===== config.mk =====
export PLATFORM = sky130hd
export DESIGN_NAME = csr_unit
export DESIGN_NICKNAME = d
export VERILOG_FILES = /design/src/design/csr_pkg.sv /design/src/design/csr_decode.sv /design/src/design/csr_fcsr_bank.sv /design/src/design/csr_mach_regs.sv /design/src/design/csr_read_mux.sv /design/src/design/csr_unit.sv
export VERILOG_INCLUDE_DIRS = /design/src /design/src/design
export SDC_FILE = /design/constraint.sdc
export NUM_CORES = 1
export LEC_CHECK = 0
export ABC_AREA = 1
export BUFFER_PORTS_ARGS = -buffer_cell sky130_fd_sc_hd__buf_2
export CORE_ASPECT_RATIO = 1.1
export CORE_MARGIN = 1.5
export CORE_UTILIZATION = 31
export CTS_BUF_LIST = sky130_fd_sc_hd__clkbuf_8
export DETAILED_ROUTE_END_ITERATION = 12
export SYNTH_ARGS = -nofsm -noshare
export SYNTH_HDL_FRONTEND = slang
export SYNTH_HIERARCHICAL = 1
export SYNTH_SLANG_ARGS = --single-unit

===== constraint.sdc =====
create_clock -name clk -period 3.9 [get_ports clk]
set_input_delay 0.78 -clock clk [delete_from_list [all_inputs] [get_ports clk]]
set_output_delay 0.78 -clock clk [all_outputs]
set_load 0.02 [all_outputs]

===== src/design/csr_consts.svh =====
`ifndef CSR_CONSTS_SVH
`define CSR_CONSTS_SVH

`define XLEN            32
`define CSR_ADDR_BITS   12
`define NUM_WARPS       4
`define NW_BITS         2
`define NUM_THREADS     4
`define NUM_CORES       2
`define NUM_CLUSTERS    1
`define PERF_CTR_BITS   44
`define FFLAGS_BITS     5
`define FRM_BITS        3
`define RD_CLASS_BITS   5
`define MACH_IDX_BITS   4
`define MACH_REGS       9

// Extensions I, M and F
`define MISA_STD        32'h0000_1120
`define VENDOR_ID       32'h0000_0000
`define ARCH_ID         32'h0000_0001
`define IMPL_ID         32'h0000_0002

// Floating-point CSRs
`define CSR_FFLAGS      12'h001
`define CSR_FRM         12'h002
`define CSR_FCSR        12'h003

// Machine CSRs
`define CSR_SATP        12'h180
`define CSR_MSTATUS     12'h300
`define CSR_MISA        12'h301
`define CSR_MEDELEG     12'h302
`define CSR_MIDELEG     12'h303
`define CSR_MIE         12'h304
`define CSR_MTVEC       12'h305
`define CSR_MEPC        12'h341
`define CSR_PMPCFG0     12'h3A0
`define CSR_PMPADDR0    12'h3B0
`define CSR_MVENDORID   12'hF11
`define CSR_MARCHID     12'hF12
`define CSR_MIMPID      12'hF13

// Core-specific identity CSRs
`define CSR_LWID        12'hCC0
`define CSR_GWID        12'hCC1
`define CSR_GCID        12'hCC2
`define CSR_TMASK       12'hCC3
`define CSR_NT          12'hFC0
`define CSR_NW          12'hFC1
`define CSR_NC          12'hFC2

// Monitor windows, counters sit at the bottom of each
`define CSR_MPM_BASE    12'hB00
`define CSR_MPM_BASE_H  12'hB80
`define MPM_WINDOW      32
`define CSR_MCYCLE      12'hB00
`define CSR_MCYCLE_H    12'hB80
`define CSR_MINSTRET    12'hB02
`define CSR_MINSTRET_H  12'hB82

// Read class codes
`define RD_NONE         5'd0
`define RD_FFLAGS       5'd1
`define RD_FRM          5'd2
`define RD_FCSR         5'd3
`define RD_MACH         5'd4
`define RD_LWID         5'd5
`define RD_GWID         5'd6
`define RD_GCID         5'd7
`define RD_TMASK        5'd8
`define RD_NT           5'd9
`define RD_NW           5'd10
`define RD_NC           5'd11
`define RD_MISA         5'd12
`define RD_VENDOR       5'd13
`define RD_ARCH         5'd14
`define RD_IMPL         5'd15
`define RD_CYCLE_L      5'd16
`define RD_CYCLE_H      5'd17
`define RD_INSTRET_L    5'd18
`define RD_INSTRET_H    5'd19
`define RD_ZERO         5'd20

// Machine register slots
`define MI_SATP         4'd0
`define MI_MSTATUS      4'd1
`define MI_MEDELEG      4'd2
`define MI_MIDELEG      4'd3
`define MI_MIE          4'd4
`define MI_MTVEC        4'd5
`define MI_MEPC         4'd6
`define MI_PMPCFG0      4'd7
`define MI_PMPADDR0     4'd8
`define MI_NONE         4'd15

`endif


===== src/design/csr_pkg.sv =====
`include "csr_consts.svh"

package csr_pkg;

    typedef logic [`XLEN-1:0]           xlen_t;
    typedef logic [`CSR_ADDR_BITS-1:0]  csr_addr_t;
    typedef logic [`NW_BITS-1:0]        wid_t;
    typedef logic [`NUM_THREADS-1:0]    tmask_t;

    // Floating-point status fields
    typedef logic [`FFLAGS_BITS-1:0]    fflags_t;
    typedef logic [`FRM_BITS-1:0]       frm_t;

    typedef logic [`PERF_CTR_BITS-1:0]  perf_ctr_t;

    // Decoder outputs
    typedef logic [`RD_CLASS_BITS-1:0]  rd_class_t;
    typedef logic [`MACH_IDX_BITS-1:0]  mach_idx_t;
    typedef logic [`MACH_REGS-1:0]      mach_sel_t;

endpackage


===== src/design/csr_decode.sv =====
`timescale 1ns/10ps
`include "csr_consts.svh"

module csr_decode (
    input  logic                write_enable,
    input  csr_pkg::csr_addr_t  write_addr,
    input  csr_pkg::csr_addr_t  read_addr,
    output logic                wr_fflags,
    output logic                wr_frm,
    output logic                wr_fcsr,
    output csr_pkg::mach_sel_t  wr_mach_sel,
    output csr_pkg::mach_idx_t  rd_mach_idx,
    output csr_pkg::rd_class_t  rd_class,
    output logic                read_addr_valid
);
    import csr_pkg::*;

    mach_idx_t wr_idx;
    logic      in_mpm_window;

    // Slot of a writable machine CSR, MI_NONE otherwise
    function automatic mach_idx_t mach_lookup(input csr_addr_t addr);
        case (addr)
            `CSR_SATP:     mach_lookup = `MI_SATP;
            `CSR_MSTATUS:  mach_lookup = `MI_MSTATUS;
            `CSR_MEDELEG:  mach_lookup = `MI_MEDELEG;
            `CSR_MIDELEG:  mach_lookup = `MI_MIDELEG;
            `CSR_MIE:      mach_lookup = `MI_MIE;
            `CSR_MTVEC:    mach_lookup = `MI_MTVEC;
            `CSR_MEPC:     mach_lookup = `MI_MEPC;
            `CSR_PMPCFG0:  mach_lookup = `MI_PMPCFG0;
            `CSR_PMPADDR0: mach_lookup = `MI_PMPADDR0;
            default:       mach_lookup = `MI_NONE;
        endcase
    endfunction

    // Write side, unknown addresses raise no strobe
    assign wr_fflags = write_enable && (write_addr == `CSR_FFLAGS);
    assign wr_frm    = write_enable && (write_addr == `CSR_FRM);
    assign wr_fcsr   = write_enable && (write_addr == `CSR_FCSR);

    assign wr_idx      = mach_lookup(write_addr);
    assign wr_mach_sel = (write_enable && (wr_idx != `MI_NONE)) ?
                         (mach_sel_t'(1) << wr_idx) : '0;

    // Read side
    assign rd_mach_idx = mach_lookup(read_addr);

    assign in_mpm_window =
        ((read_addr >= `CSR_MPM_BASE) && (read_addr < `CSR_MPM_BASE + `MPM_WINDOW))
        || ((read_addr >= `CSR_MPM_BASE_H) && (read_addr < `CSR_MPM_BASE_H + `MPM_WINDOW));

    always_comb begin
        rd_class        = `RD_NONE;
        read_addr_valid = 1'b1;
        case (read_addr)
            `CSR_FFLAGS:     rd_class = `RD_FFLAGS;
            `CSR_FRM:        rd_class = `RD_FRM;
            `CSR_FCSR:       rd_class = `RD_FCSR;
            `CSR_LWID:       rd_class = `RD_LWID;
            `CSR_GWID:       rd_class = `RD_GWID;
            `CSR_GCID:       rd_class = `RD_GCID;
            `CSR_TMASK:      rd_class = `RD_TMASK;
            `CSR_NT:         rd_class = `RD_NT;
            `CSR_NW:         rd_class = `RD_NW;
            `CSR_NC:         rd_class = `RD_NC;
            `CSR_MISA:       rd_class = `RD_MISA;
            `CSR_MVENDORID:  rd_class = `RD_VENDOR;
            `CSR_MARCHID:    rd_class = `RD_ARCH;
            `CSR_MIMPID:     rd_class = `RD_IMPL;
            `CSR_MCYCLE:     rd_class = `RD_CYCLE_L;
            `CSR_MCYCLE_H:   rd_class = `RD_CYCLE_H;
            `CSR_MINSTRET:   rd_class = `RD_INSTRET_L;
            `CSR_MINSTRET_H: rd_class = `RD_INSTRET_H;
            default: begin
                if (rd_mach_idx != `MI_NONE) begin
                    rd_class = `RD_MACH;
                end else if (in_mpm_window) begin
                    // Monitor counters are not built, slots read as zero
                    rd_class = `RD_ZERO;
                end else begin
                    read_addr_valid = 1'b0;
                end
            end
        endcase
    end

endmodule


===== src/design/csr_fcsr_bank.sv =====
`timescale 1ns/10ps
`include "csr_consts.svh"

module csr_fcsr_bank (
    input  logic              clk,
    input  logic              reset,
    input  logic              wr_fflags,
    input  logic              wr_frm,
    input  logic              wr_fcsr,
    input  csr_pkg::wid_t     write_wid,
    input  csr_pkg::xlen_t    write_data,
    input  logic              fpu_write_enable,
    input  csr_pkg::wid_t     fpu_write_wid,
    input  csr_pkg::fflags_t  fpu_write_fflags,
    input  csr_pkg::wid_t     read_wid,
    input  csr_pkg::wid_t     fpu_read_wid,
    output csr_pkg::fflags_t  rd_fflags,
    output csr_pkg::frm_t     rd_frm,
    output csr_pkg::frm_t     fpu_read_frm
);
    import csr_pkg::*;

    fflags_t [`NUM_WARPS-1:0] warp_fflags;
    frm_t    [`NUM_WARPS-1:0] warp_frm;

    always_ff @(posedge clk) begin
        if (reset) begin
            warp_fflags <= '0;
            warp_frm    <= '0;
        end else begin
            // Accumulate FPU exceptions
            if (fpu_write_enable) begin
                warp_fflags[fpu_write_wid] <= warp_fflags[fpu_write_wid] | fpu_write_fflags;
            end
            // Later assignment wins, so a software flag write overrides the OR
            if (wr_fflags || wr_fcsr) begin
                warp_fflags[write_wid] <= write_data[`FFLAGS_BITS-1:0];
            end
            if (wr_frm) begin
                warp_frm[write_wid] <= write_data[`FRM_BITS-1:0];
            end
            if (wr_fcsr) begin
                warp_frm[write_wid] <= write_data[`FFLAGS_BITS +: `FRM_BITS];
            end
        end
    end

    assign rd_fflags    = warp_fflags[read_wid];
    assign rd_frm       = warp_frm[read_wid];

    // Rounding mode for the FPU's own warp
    assign fpu_read_frm = warp_frm[fpu_read_wid];

endmodule


===== src/design/csr_mach_regs.sv =====
`timescale 1ns/10ps
`include "csr_consts.svh"

module csr_mach_regs (
    input  logic                clk,
    input  logic                reset,
    input  csr_pkg::mach_sel_t  wr_mach_sel,
    input  csr_pkg::xlen_t      write_data,
    input  csr_pkg::mach_idx_t  rd_mach_idx,
    output csr_pkg::xlen_t      rd_mach_data
);
    import csr_pkg::*;

    // satp, mstatus, medeleg, mideleg, mie, mtvec, mepc, pmpcfg0, pmpaddr0
    xlen_t [`MACH_REGS-1:0] regs;

    always_ff @(posedge clk) begin
        if (reset) begin
            regs <= '0;
        end else begin
            for (int i = 0; i < `MACH_REGS; i++) begin
                if (wr_mach_sel[i]) begin
                    regs[i] <= write_data;
                end
            end
        end
    end

    // Index outside the file reads zero
    always_comb begin
        rd_mach_data = '0;
        for (int i = 0; i < `MACH_REGS; i++) begin
            if (rd_mach_idx == mach_idx_t'(i)) begin
                rd_mach_data = regs[i];
            end
        end
    end

endmodule


===== src/design/csr_read_mux.sv =====
`timescale 1ns/10ps
`include "csr_consts.svh"

module csr_read_mux #(
    parameter int CORE_ID = 0
) (
    input  csr_pkg::rd_class_t  rd_class,
    input  csr_pkg::wid_t       read_wid,
    input  csr_pkg::tmask_t     read_tmask,
    input  csr_pkg::perf_ctr_t  cycles,
    input  csr_pkg::perf_ctr_t  instret,
    input  csr_pkg::fflags_t    rd_fflags,
    input  csr_pkg::frm_t       rd_frm,
    input  csr_pkg::xlen_t      rd_mach_data,
    output csr_pkg::xlen_t      read_data_ro,
    output csr_pkg::xlen_t      read_data_rw
);
    import csr_pkg::*;

    xlen_t gwid;
    xlen_t misa;

    assign gwid = (xlen_t'(CORE_ID) << `NW_BITS) + xlen_t'(read_wid);

    // Width code lives in the top two bits
    assign misa = (xlen_t'($clog2(`XLEN) - 4) << (`XLEN - 2)) | `MISA_STD;

    always_comb begin
        read_data_ro = '0;
        read_data_rw = '0;
        case (rd_class)
            `RD_FFLAGS:    read_data_rw = xlen_t'(rd_fflags);
            `RD_FRM:       read_data_rw = xlen_t'(rd_frm);
            `RD_FCSR:      read_data_rw = xlen_t'({rd_frm, rd_fflags});
            `RD_MACH:      read_data_ro = rd_mach_data;
            `RD_LWID:      read_data_ro = xlen_t'(read_wid);
            `RD_GWID:      read_data_ro = gwid;
            `RD_GCID:      read_data_ro = xlen_t'(CORE_ID);
            `RD_TMASK:     read_data_ro = xlen_t'(read_tmask);
            `RD_NT:        read_data_ro = xlen_t'(`NUM_THREADS);
            `RD_NW:        read_data_ro = xlen_t'(`NUM_WARPS);
            `RD_NC:        read_data_ro = xlen_t'(`NUM_CORES * `NUM_CLUSTERS);
            `RD_MISA:      read_data_ro = misa;
            `RD_VENDOR:    read_data_ro = `VENDOR_ID;
            `RD_ARCH:      read_data_ro = `ARCH_ID;
            `RD_IMPL:      read_data_ro = `IMPL_ID;
            `RD_CYCLE_L:   read_data_ro = cycles[`XLEN-1:0];
            `RD_CYCLE_H:   read_data_ro = xlen_t'(cycles[`PERF_CTR_BITS-1:`XLEN]);
            `RD_INSTRET_L: read_data_ro = instret[`XLEN-1:0];
            `RD_INSTRET_H: read_data_ro = xlen_t'(instret[`PERF_CTR_BITS-1:`XLEN]);
            // ZERO and NONE leave both outputs at zero
            default: ;
        endcase
    end

endmodule


===== src/design/csr_unit.sv =====
`timescale 1ns/10ps
`include "csr_consts.svh"

module csr_unit #(
    parameter int CORE_ID = 0
) (
    input  logic                clk,
    input  logic                reset,

    // read_enable qualifies the read for the requester only
    input  logic                read_enable,
    input  csr_pkg::wid_t       read_wid,
    input  csr_pkg::tmask_t     read_tmask,
    input  csr_pkg::csr_addr_t  read_addr,
    output csr_pkg::xlen_t      read_data_ro,
    output csr_pkg::xlen_t      read_data_rw,
    output logic                read_addr_valid,

    input  logic                write_enable,
    input  csr_pkg::wid_t       write_wid,
    input  csr_pkg::csr_addr_t  write_addr,
    input  csr_pkg::xlen_t      write_data,

    input  logic                fpu_write_enable,
    input  csr_pkg::wid_t       fpu_write_wid,
    input  csr_pkg::fflags_t    fpu_write_fflags,
    input  csr_pkg::wid_t       fpu_read_wid,
    output csr_pkg::frm_t       fpu_read_frm,

    input  csr_pkg::perf_ctr_t  cycles,
    input  csr_pkg::perf_ctr_t  instret
);
    import csr_pkg::*;

    logic      wr_fflags;
    logic      wr_frm;
    logic      wr_fcsr;
    mach_sel_t wr_mach_sel;
    mach_idx_t rd_mach_idx;
    rd_class_t rd_class;
    fflags_t   rd_fflags;
    frm_t      rd_frm;
    xlen_t     rd_mach_data;

    csr_decode csr_decode_inst (
        .write_enable    (write_enable),
        .write_addr      (write_addr),
        .read_addr       (read_addr),
        .wr_fflags       (wr_fflags),
        .wr_frm          (wr_frm),
        .wr_fcsr         (wr_fcsr),
        .wr_mach_sel     (wr_mach_sel),
        .rd_mach_idx     (rd_mach_idx),
        .rd_class        (rd_class),
        .read_addr_valid (read_addr_valid)
    );

    csr_fcsr_bank csr_fcsr_bank_inst (
        .clk              (clk),
        .reset            (reset),
        .wr_fflags        (wr_fflags),
        .wr_frm           (wr_frm),
        .wr_fcsr          (wr_fcsr),
        .write_wid        (write_wid),
        .write_data       (write_data),
        .fpu_write_enable (fpu_write_enable),
        .fpu_write_wid    (fpu_write_wid),
        .fpu_write_fflags (fpu_write_fflags),
        .read_wid         (read_wid),
        .fpu_read_wid     (fpu_read_wid),
        .rd_fflags        (rd_fflags),
        .rd_frm           (rd_frm),
        .fpu_read_frm     (fpu_read_frm)
    );

    csr_mach_regs csr_mach_regs_inst (
        .clk          (clk),
        .reset        (reset),
        .wr_mach_sel  (wr_mach_sel),
        .write_data   (write_data),
        .rd_mach_idx  (rd_mach_idx),
        .rd_mach_data (rd_mach_data)
    );

    csr_read_mux #(
        .CORE_ID (CORE_ID)
    ) csr_read_mux_inst (
        .rd_class     (rd_class),
        .read_wid     (read_wid),
        .read_tmask   (read_tmask),
        .cycles       (cycles),
        .instret      (instret),
        .rd_fflags    (rd_fflags),
        .rd_frm       (rd_frm),
        .rd_mach_data (rd_mach_data),
        .read_data_ro (read_data_ro),
        .read_data_rw (read_data_rw)
    );

endmodule


==> results.ini, run 1 <==
[outcome]
status=finished, violations left
violations=setup timing

[placement]
routabilityCongestion=0.868
pre_cts_ws_ns=-0.426
dp_hpwl_um=40300
io_buffers=208
place_inst=3602
dpl_cell_area_um2=19600

[cells_and_area]
area_growth_pct=28.7
layout_common_cells=nand2_1, dfxtp_1, a21oi_1, nor2_1, nand3_1
seq_area_um2=6410
fillers=5844
drive_gt1_frac=0.219
multiInputGateArea_um2=9750
final_cell_area_um2=21900
final_cells=3719
final_nets=3121
layout_commonest_cell=nand2_1

[min_path]
hp-start=csr_mach_regs_inst/regs[230]$_SDFFE_PP0P_
hp-class=register to register
hold-path-cell-count=2
min_to=csr_mach_regs_inst/regs[230]$_SDFFE_PP0P_

[global_routing]
grt.busiest_layer=met2
grt_overflow=0
grt_max_degree=176
antenna_found_initial=5
grt_pass1_wl_um=91300
track_usage=0.201
grt_use_met1=0.265
grt_pass1_vias=16500
use_met3=0.0248
met2_usage=0.345

[detailed_routing]
route.detailed.drc=0
wl_per_cell_um=15.9
vias_per_cell=4.91
drt_wl_total_um=59200
ant_nets=0
vias=18300
drt_iter0_drc=1505
first_pass_iters=5

[sta]
layout_min_cycle_time_ns=4.24
max_freq_mhz=236
tightest_slew_ns=1.12
min_period_over_period=1.09
setup_viol=32
worst_slack_ns=-0.336
drv_slew=0
skew_ns=0.0130
final-hold-violation-count=0
slew_headroom=0.249
rsz0062_at_grt=true

[pwr]
leakage_uw=0.00901
ir_drop_mv=0.307
pwr_density_cell_nw_per_um2=305
p_total_uw=6690

[critical_path]
rr_startpoint=csr_fcsr_bank_inst/warp_fflags[11]$_SDFF_PP0_
crit_path_start_kind=input port
r2r_end=csr_fcsr_bank_inst/warp_fflags[11]$_SDFF_PP0_
cp_max_fo=6
reg2regPathDepth=6
reg2reg_slack_ns=2.76
path_class=input port to output port
crit_required_ns=3.12
arrival_ns=3.46
crit_path_end_kind=output port

[cts]
cts_sinks=320
cts_tree=yes
cts-htree-levels=2
numCtsBuffers=51
clk_pin_slew_ns=0.06
cts_hold_buf=0
clockBufferDepth=3
clock_latency_ns=0.60
clockRootBuffer=clkbuf_8

[synthesis]
netlist_area_um2=17000
seq_area_frac_synth=0.376
syn_area_per_cell_um2=6.28
yosys-top-cells-area=dfxtp_1, nand2_1, a21oi_1
syn-instance-count=2709
yosys.area.top_type=dfxtp_1
synth_warnings=6
ys_ff_latch=320
ys_types=37
synth_top_area_frac=0.376

[die]
core-area_um2=53900
die_h_um=249
die_area_um2=56300
placement_rows=89
initial_core_util=0.316
ioPinCount=234
chipWidth_um=226

[run]
maxCapViolCount=0

[worst max-delay path: stages]
cell,delay [ns]
buf_6,0.10
nor2_4,0.15
buf_6,0.13
nand3_4,0.06
nor2_1,0.12
nand3_1,0.11
nand2_2,0.12
a31oi_4,0.05
nand3_4,0.14
nand2_4,0.07
buf_6,0.12
nor2_4,0.15
inv_4,0.07
nor3_4,0.20
buf_6,0.15
clkbuf_16,0.15
nand2_1,0.05
nand4_1,0.14
nand2_1,0.10
nand2_2,0.09
nand3_2,0.09
nand2_1,0.09
nor2_1,0.04
nand2_1,0.07
buf_6,0.12
[cells in the mapped netlist]
| cell | count |
|---|---|
| inv_2 | 16 |
| o21ai_1 | 5 |
| o21ai_0 | 54 |
| clkbuf_1 | 131 |
| nand2_4 | 2 |
| nor3b_1 | 1 |
| a21oi_1 | 314 |
| nor2_1 | 235 |
| dfxtp_1 | 320 |
| a31oi_1 | 1 |
| buf_1 | 27 |
| nor3_1 | 18 |
| o22ai_1 | 14 |
| nand3b_1 | 1 |
| o21bai_1 | 2 |
| nand3_2 | 5 |
| conb_1 | 1 |
| and3_1 | 1 |
| buf_6 | 8 |
| nand2_2 | 9 |
| o211ai_1 | 10 |
| a211oi_1 | 34 |
| o211a_1 | 2 |
| or2_1 | 4 |
| nor3_2 | 2 |
| nor2_4 | 12 |
| nand2b_1 | 1 |
| or2_0 | 20 |
| nand3_1 | 219 |
| nand2_1 | 948 |
| nand4_1 | 71 |
| buf_2 | 18 |
| nor3_4 | 2 |
| buf_4 | 28 |
| nor2_2 | 9 |
| inv_1 | 163 |
| clkinv_1 | 1 |
[metal layers]
metal	part of all wire	wire [um]
met1	0.44	25900
met2	0.48	28700
met3	0.052	3100
met4	0.025	1460
met5	0.00096	57
[power breakdown]
| part | switching [uW] | internal, uW |
|---|---|---|
| combinational | 317 | 148 |
| sequential | 7.88 | 3280 |
| clock | 1360 | 1570 |
| total | 1690 | 5000 |
[area by class of cell]
class,count,area share
Inverter,180,0.0319
Clock inverter,22,0.00566
Tap cell,728,0.0416
Multi-Input combinational cell,2020,0.445
Antenna cell,1,0.000114
Sequential cell,320,0.293
Timing Repair Buffer,382,0.142
Clock buffer,66,0.0415
[how the worst max path moves through the flow]
stage	startpoint	endpoint	cells after the start
6_report	read_addr[3]	read_data_ro[11]	25
2_1_floorplan	read_addr[4]	read_data_ro[7]	20
3_3_place_gp	read_addr[2]	read_data_ro[15]	24
5_1_grt	read_addr[3]	read_data_ro[11]	25
4_1_cts	read_addr[9]	read_data_ro[18]	24
3_5_place_dp	read_addr[9]	read_data_ro[3]	24
[cell families after synthesis]
kind of cell	count (synthesis)	synth area share
AND/OR/NAND/NOR	1560	0.389
AO/OA/AOI/OAI	436	0.137
buffers and inverters	392	0.0975
flip-flops	320	0.376
other	1	0.000220
[registers in the layout, summed over array words and instances (netlist names)]
| name | count |
|---|---|
| csr_mach_regs_inst/regs | 288 |
| csr_fcsr_bank_inst/warp_frm | 12 |
| csr_fcsr_bank_inst/warp_fflags | 20 |
[timing repair]
| item | CTS | global route |
|---|---|---|
| endpoints found under the setup margin | 40 | 40 |
| setup buffers | 13 | 13 |
| resized for setup | 117 | 156 |
| gates cloned | 1 | 3 |
| pin swaps | 36 | 67 |
[per-stage QoR]
step	setup TNS, ns	hold slack, ns	utilization
after floorplan	0	0.436	-
after global placement	-13.36	0.445	0.363
after detailed placement	-13.15	0.448	0.363
after CTS	-5.63	0.458	0.393
after global routing	-11.39	0.471	0.406
final	-6.85	0.458	0.406
(Power assumes the default switching activity.)
==> inputs of run 2 (changes only) <==
--- a/config.mk
+++ b/config.mk
@@ -6,7 +6,6 @@
 export SDC_FILE = /design/constraint.sdc
 export NUM_CORES = 1
 export LEC_CHECK = 0
-export ABC_AREA = 1
 export BUFFER_PORTS_ARGS = -buffer_cell sky130_fd_sc_hd__buf_2
 export CORE_ASPECT_RATIO = 1.1
 export CORE_MARGIN = 1.5
==> results.ini, run 2 <==
[global_routing]
grt.busiest_layer=met2
met2_usage=0.317
use_met3=0.0239
grt_max_degree=114
grt_pass1_wl_um=84200
antenna_found_initial=11
track_usage=0.188
grt_overflow=0
grt_pass1_vias=14900
grt_use_met1=0.244

[sta]
layout_min_cycle_time_ns=4.55
slew_headroom=0.449
setup_viol=32
rsz0062_at_grt=true
drv_slew=0
setup_tns_ns=-16.97
max_freq_mhz=220
worst_slack_ns=-0.647
final-hold-violation-count=0
min_period_over_period=1.17
skew_ns=0
tightest_slew_ns=0.826

[die]
core-area_um2=54600
die_area_um2=56500
placement_rows=90
die_h_um=249
initial_core_util=0.313
ioPinCount=234
chipWidth_um=227

[run]
maxCapViolCount=0

[synthesis]
yosysMostFrequentCell=nor2_1
yosys-top-cells-area=dfxtp_1, mux2i_1, nor2_1
async_reset_ff_frac=0
yosys.area.top_type=dfxtp_1
seq_area_frac_synth=0.375
ys_types=83
syn_area_per_cell_um2=9.24
synth_top_area_frac=0.375
syn-instance-count=1848
synth_edf_count=0
synth_warnings=6
netlist_area_um2=17100
netlist_top_cells_count=nor2_1, mux2i_1, dfxtp_1
ys.flop_type=dfxtp_1
ys_ff_latch=320

[detailed_routing]
route.detailed.drc=0
ant_nets=0
wl_per_cell_um=19.0
drt_iter0_drc=992
first_pass_iters=8
vias=15100
vias_per_cell=5.17
drt_wl_total_um=55500

[min_path]
hold-path-cell-count=2
hp-start=csr_fcsr_bank_inst/warp_frm[4]$_SDFF_PP0_
hp-class=register to register
min_to=csr_fcsr_bank_inst/warp_frm[4]$_SDFF_PP0_

[placement]
dp_hpwl_um=35500
routabilityCongestion=0.843
pre_cts_ws_ns=-0.868
io_buffers=208

[cts]
clock_latency_ns=0.61
cts_hold_buf=0
numCtsBuffers=52
cts_tree=yes
cts-htree-levels=2
clockRootBuffer=clkbuf_8
clockBufferDepth=3
clk_pin_slew_ns=0.06
cts_sinks=320

[outcome]
violations=setup timing
status=finished, violations left

[cells_and_area]
drive_gt1_frac=0.349
layout_commonest_cell=nor2_1
largest_reg_flops=288
area_growth_pct=31.9
largestRegisters=csr_mach_regs_inst/regs (288), csr_fcsr_bank_inst/warp_fflags (20), csr_fcsr_bank_inst/warp_frm (12)
regMostFlops=csr_mach_regs_inst/regs
final_nets=2303
layout_common_cells=nor2_1, mux2i_1, dfxtp_1, buf_2, buf_4

[critical_path]
rr_startpoint=csr_fcsr_bank_inst/warp_frm[0]$_SDFF_PP0_
crit_path_start_kind=input port
path_class=input port to output port
crit_required_ns=3.12
reg2reg_slack_ns=3.09
reg2regPathDepth=2
r2r_end=csr_fcsr_bank_inst/warp_frm[0]$_SDFF_PP0_
arrival_ns=3.77
cp_max_fo=13
crit_path_end_kind=output port

[pwr]
seq_power_share=0.485
pwr_density_cell_nw_per_um2=300
combPwrFrac=0.061
switchingPower_uw=1620
leakage_uw=0.00844
ir_drop_mv=0.198
swShare=0.240
p_int_uw=5140
p_total_uw=6760
clkPwrFrac=0.454

-- run 2: cell types whose count changed after synthesis, sizes merged, moves of 53 or more --
cell and delta:
nand3 -214, nor2 +99, nand2 -896, a21oi -250
nand4 -67, mux2i +327, inv -120, mux2 +53
-- run 2: worst max-delay path: stages --
cell      delay, ns
buf_8          0.10
buf_6          0.10
nor2b_4        0.11
mux2_4         0.28
nor4_4         0.24
nor2_1         0.08
a221o_2        0.39
or3b_4         0.46
buf_12         0.17
o21a_1         0.12
o22ai_2        0.11
o221ai_2       0.20
a222oi_1       0.37
inv_1          0.07
buf_2          0.16
-- run 2: kinds of logic (layout without fill, tap and decap cells) --
logic type,Yosys count,count (layout),share of synthesized area
and+or+nand+nor,539,540,0.146
muxes,402,402,0.256
AOI/OAI and AO/OA,320,321,0.149
DFF,320,320,0.375
buffers and inverters,264,568,0.0737
xor gates and xnor gates,2,2,0.00103
other,1,30,0.000220
-- run 2: metal layers --
metal / vias to the layer above / part of all wire
met5: - / 0.00063
met1: 7450 / 0.44
met4: 6 / 0.027
met2: 401 / 0.49
li1: 7134 / -
met3: 105 / 0.047
-- run 2: worst max-delay path by stage --
stage	end	cells after the start	start	slack, ns
after floorplan	read_data_ro[0]	15	read_addr[2]	-0.26
after global placement	read_data_ro[21]	15	read_addr[7]	-0.85
after detailed placement	read_data_ro[21]	15	read_addr[7]	-0.87
after CTS	read_data_ro[13]	15	read_addr[0]	-0.62
after global routing	read_data_ro[15]	15	read_addr[0]	-0.82
final	read_data_ro[13]	15	read_addr[0]	-0.65
-- run 2: area by class of cell --
cell class	instances	area (um2)
fillers	5253	32100
flip-flops and latches	320	6410
well taps	736	921
diodes	6	15.0
clock inverters	18	77.6
repair buffers	415	3420
multi-input cells	1289	10400
inverters	59	224
clock buffers	76	1050
-- run 2: repair_timing --
| action | 4_1_cts | 5_1_grt |
|---|---|---|
| buffers inserted | 27 | 20 |
| cloned | 6 | 2 |
| pin swaps | 51 | 69 |
| gates resized for setup | 168 | 106 |
| endpoints found under the setup margin | 40 | 40 |
-- run 2: power by group through the flow --
| stage | registers, uW | logic, uW | clock network (uW) |
|---|---|---|---|
| after floorplan | 3350 | 218 | 0 |
| after global routing | 3280 | 441 | 3290 |
| after CTS | 3280 | 398 | 3150 |
| after global placement | 3350 | 371 | 0 |
| after detailed placement | 3350 | 378 | 0 |
| final | 3280 | 409 | 3070 |
-- run 2: per-stage QoR --
| step | hold slack (ns) | util | instance area [um2] | instances |
|---|---|---|---|---|
| 6_report | 0.488 | 0.413 | 22500 | 2919 |
| 3_3_place_gp | 0.464 | 0.364 | 19900 | 2777 |
| 5_1_grt | 0.510 | 0.412 | 22500 | 2917 |
| 2_1_floorplan | 0.452 | - | 17300 | 1871 |
| 4_1_cts | 0.477 | 0.404 | 22000 | 2904 |
| 3_5_place_dp | 0.477 | 0.364 | 19900 | 2777 |
==> inputs of run 3 (changes only) <==
==> constraint.sdc (replaced) <==
create_clock -name clk -period 4.5 [get_ports clk]
set_input_delay 0.9 -clock clk [delete_from_list [all_inputs] [get_ports clk]]
set_output_delay 0.9 -clock clk [all_outputs]
set_load 0.02 [all_outputs]
==> results.ini, run 3 (synthesized netlist as in run 2, its figures left out) <==
[cells_and_area]
regMostFlops=csr_mach_regs_inst/regs
utilization=0.407
largestRegisters=csr_mach_regs_inst/regs (288), csr_fcsr_bank_inst/warp_fflags (20), csr_fcsr_bank_inst/warp_frm (12)
largest_reg_flops=288
antennaDiodeCount=0
layout_common_cells=nor2_1, mux2i_1, dfxtp_1, buf_2, buf_4
layout_commonest_cell=nor2_1
area_growth_pct=30.2
final_nets=2292
drive_gt1_frac=0.337

[detailed_routing]
route.detailed.drc=0
vias=14900
wl_per_cell_um=18.9
drt_wl_total_um=54700
drt_iter0_drc=939
vias_per_cell=5.14
ant_nets=0
first_pass_iters=5

[cts]
cts_sinks=320
cts_tree=yes
cts-htree-levels=2
clockBufferDepth=3
clock_latency_ns=0.62
cts_hold_buf=0
numCtsBuffers=53
clk_pin_slew_ns=0.06
clockRootBuffer=clkbuf_8

[sta]
setup_viol=32
tightest_slew_ns=0.950
drv_slew=0
layout_min_cycle_time_ns=4.90
rsz0062_at_grt=true
final-hold-violation-count=0
skew_ns=0
worst_slack_ns=-0.403
max_freq_mhz=204
min_period_over_period=1.09
slew_headroom=0.367

[critical_path]
arrival_ns=4.00
cp.buffers_inverters=4
reg2regPathDepth=2
cp_max_fo=6
worstPathCellList=buf_6, nor4bb_4, buf_4, nand2_4, o211ai_1, nor2_1, a221o_2, or3b_4, o21a_1, o22ai_1, o221ai_1, buf_4, a22o_1, or3_1, buf_6
crit_required_ns=3.60
crit_slowest_cell=or3b_4
cp.depth=15
crit_path_end_kind=output port
path_class=input port to output port
crit_path_start_kind=input port
critPathMaxStageDelay_ns=0.48
critPathTopFamily=compound AO/OA/AOI/OAI gates

[die]
ioPinCount=234
initial_core_util=0.313
die_h_um=249
core-area_um2=54600
chipWidth_um=227
placement_rows=90
die_area_um2=56500

[global_routing]
antenna_found_initial=3
track_usage=0.185
grt_pass1_wl_um=83200
grt_pass1_vias=14900
grt_overflow=0
grt_max_degree=136

[pwr]
pwr_density_cell_nw_per_um2=258
ir_drop_mv=0.208
p_total_uw=5740
leakage_uw=0.00834

[min_path]
hold-path-cell-count=2
hp-class=register to register

[run]
maxCapViolCount=0

[outcome]
violations=setup timing
status=finished, violations left

[placement]
io_buffers=208
dp_hpwl_um=35800
routabilityCongestion=0.862

run 3: cell types whose count changed in the layout (fill, tap and decap cells not counted), moves of 5 or more:
cell / before / now
mux2_4: 9 / 4
buf_4: 147 / 134
clkbuf_8: 77 / 66
a22oi_1: 13 / 19
diode_2: 6 / 0
nor2_1: 335 / 330
buf_8: 11 / 6
a22oi_2: 16 / 10
inv_1: 70 / 76
buf_6: 53 / 61
run 3: through the flow:
stage / TNS [ns] / std cells / cell area, um2 / setup slack, ns / hold slack [ns]
after floorplan: 0 / 1871 / 17200 / 0.00340 / 0.452
after global placement: -15.08 / 2767 / 19600 / -0.693 / 0.465
after detailed placement: -18.59 / 2767 / 19600 / -0.845 / 0.473
after CTS: -7.23 / 2875 / 21600 / -0.295 / 0.491
after global routing: -12.29 / 2898 / 22200 / -0.522 / 0.512
final: -8.52 / 2898 / 22200 / -0.403 / 0.484
run 3: tightest hold or removal path, stage by stage (launching register included):
cell and delay (ns):
dfxtp_1 0.32, mux2i_1 0.06, nor2_1 0.07
run 3: repair_timing:
item                       4_1_cts  5_1_grt
pin swaps                       77       67
setup buffers                   18       25
setup endpoints to repair       32       32
resized for setup              181       97
cloned                           2        4
run 3: final cells by class:
type | count | area, um2
clock inverter | 26 | 151
timing repair buffer | 405 | 3340
sequential | 320 | 6410
multi-input combinational | 1287 | 10300
fill | 5309 | 32400
clock buffer | 65 | 895
inverter | 59 | 224
tap | 736 | 921
run 3: path summary, 6_finish.rpt:
kind | startpoint | to | slack, ns
worst min-delay path | csr_mach_regs_inst/regs[111]$_SDFFE_PP0P_ | csr_mach_regs_inst/regs[111]$_SDFFE_PP0P_ | 0.48
worst max-delay path | read_addr[0] | read_data_ro[2] | -0.40
worst max register to register | csr_fcsr_bank_inst/warp_frm[8]$_SDFF_PP0_ | csr_fcsr_bank_inst/warp_frm[8]$_SDFF_PP0_ | 3.69
worst min register to register | csr_mach_regs_inst/regs[111]$_SDFFE_PP0P_ | csr_mach_regs_inst/regs[111]$_SDFFE_PP0P_ | 0.48
run 3: report_power, final:
group	internal (uW)	switching (uW)	leakage (uW)	total (uW)
registers	2840	3.49	0.00258	2840
logic	126	212	0.00515	338
clock network	1360	1200	0.000613	2550
run 3: routing by layer:
| metal | wire length [um] | track usage | vias to the layer above |
|---|---|---|---|
| li1 | - | - | 7094 |
| met5 | 41 | 0 | - |
| met4 | 1030 | 0.0490 | 6 |
| met1 | 24000 | 0.238 | 7243 |
| met3 | 3100 | 0.0328 | 92 |
| met2 | 26500 | 0.314 | 465 |
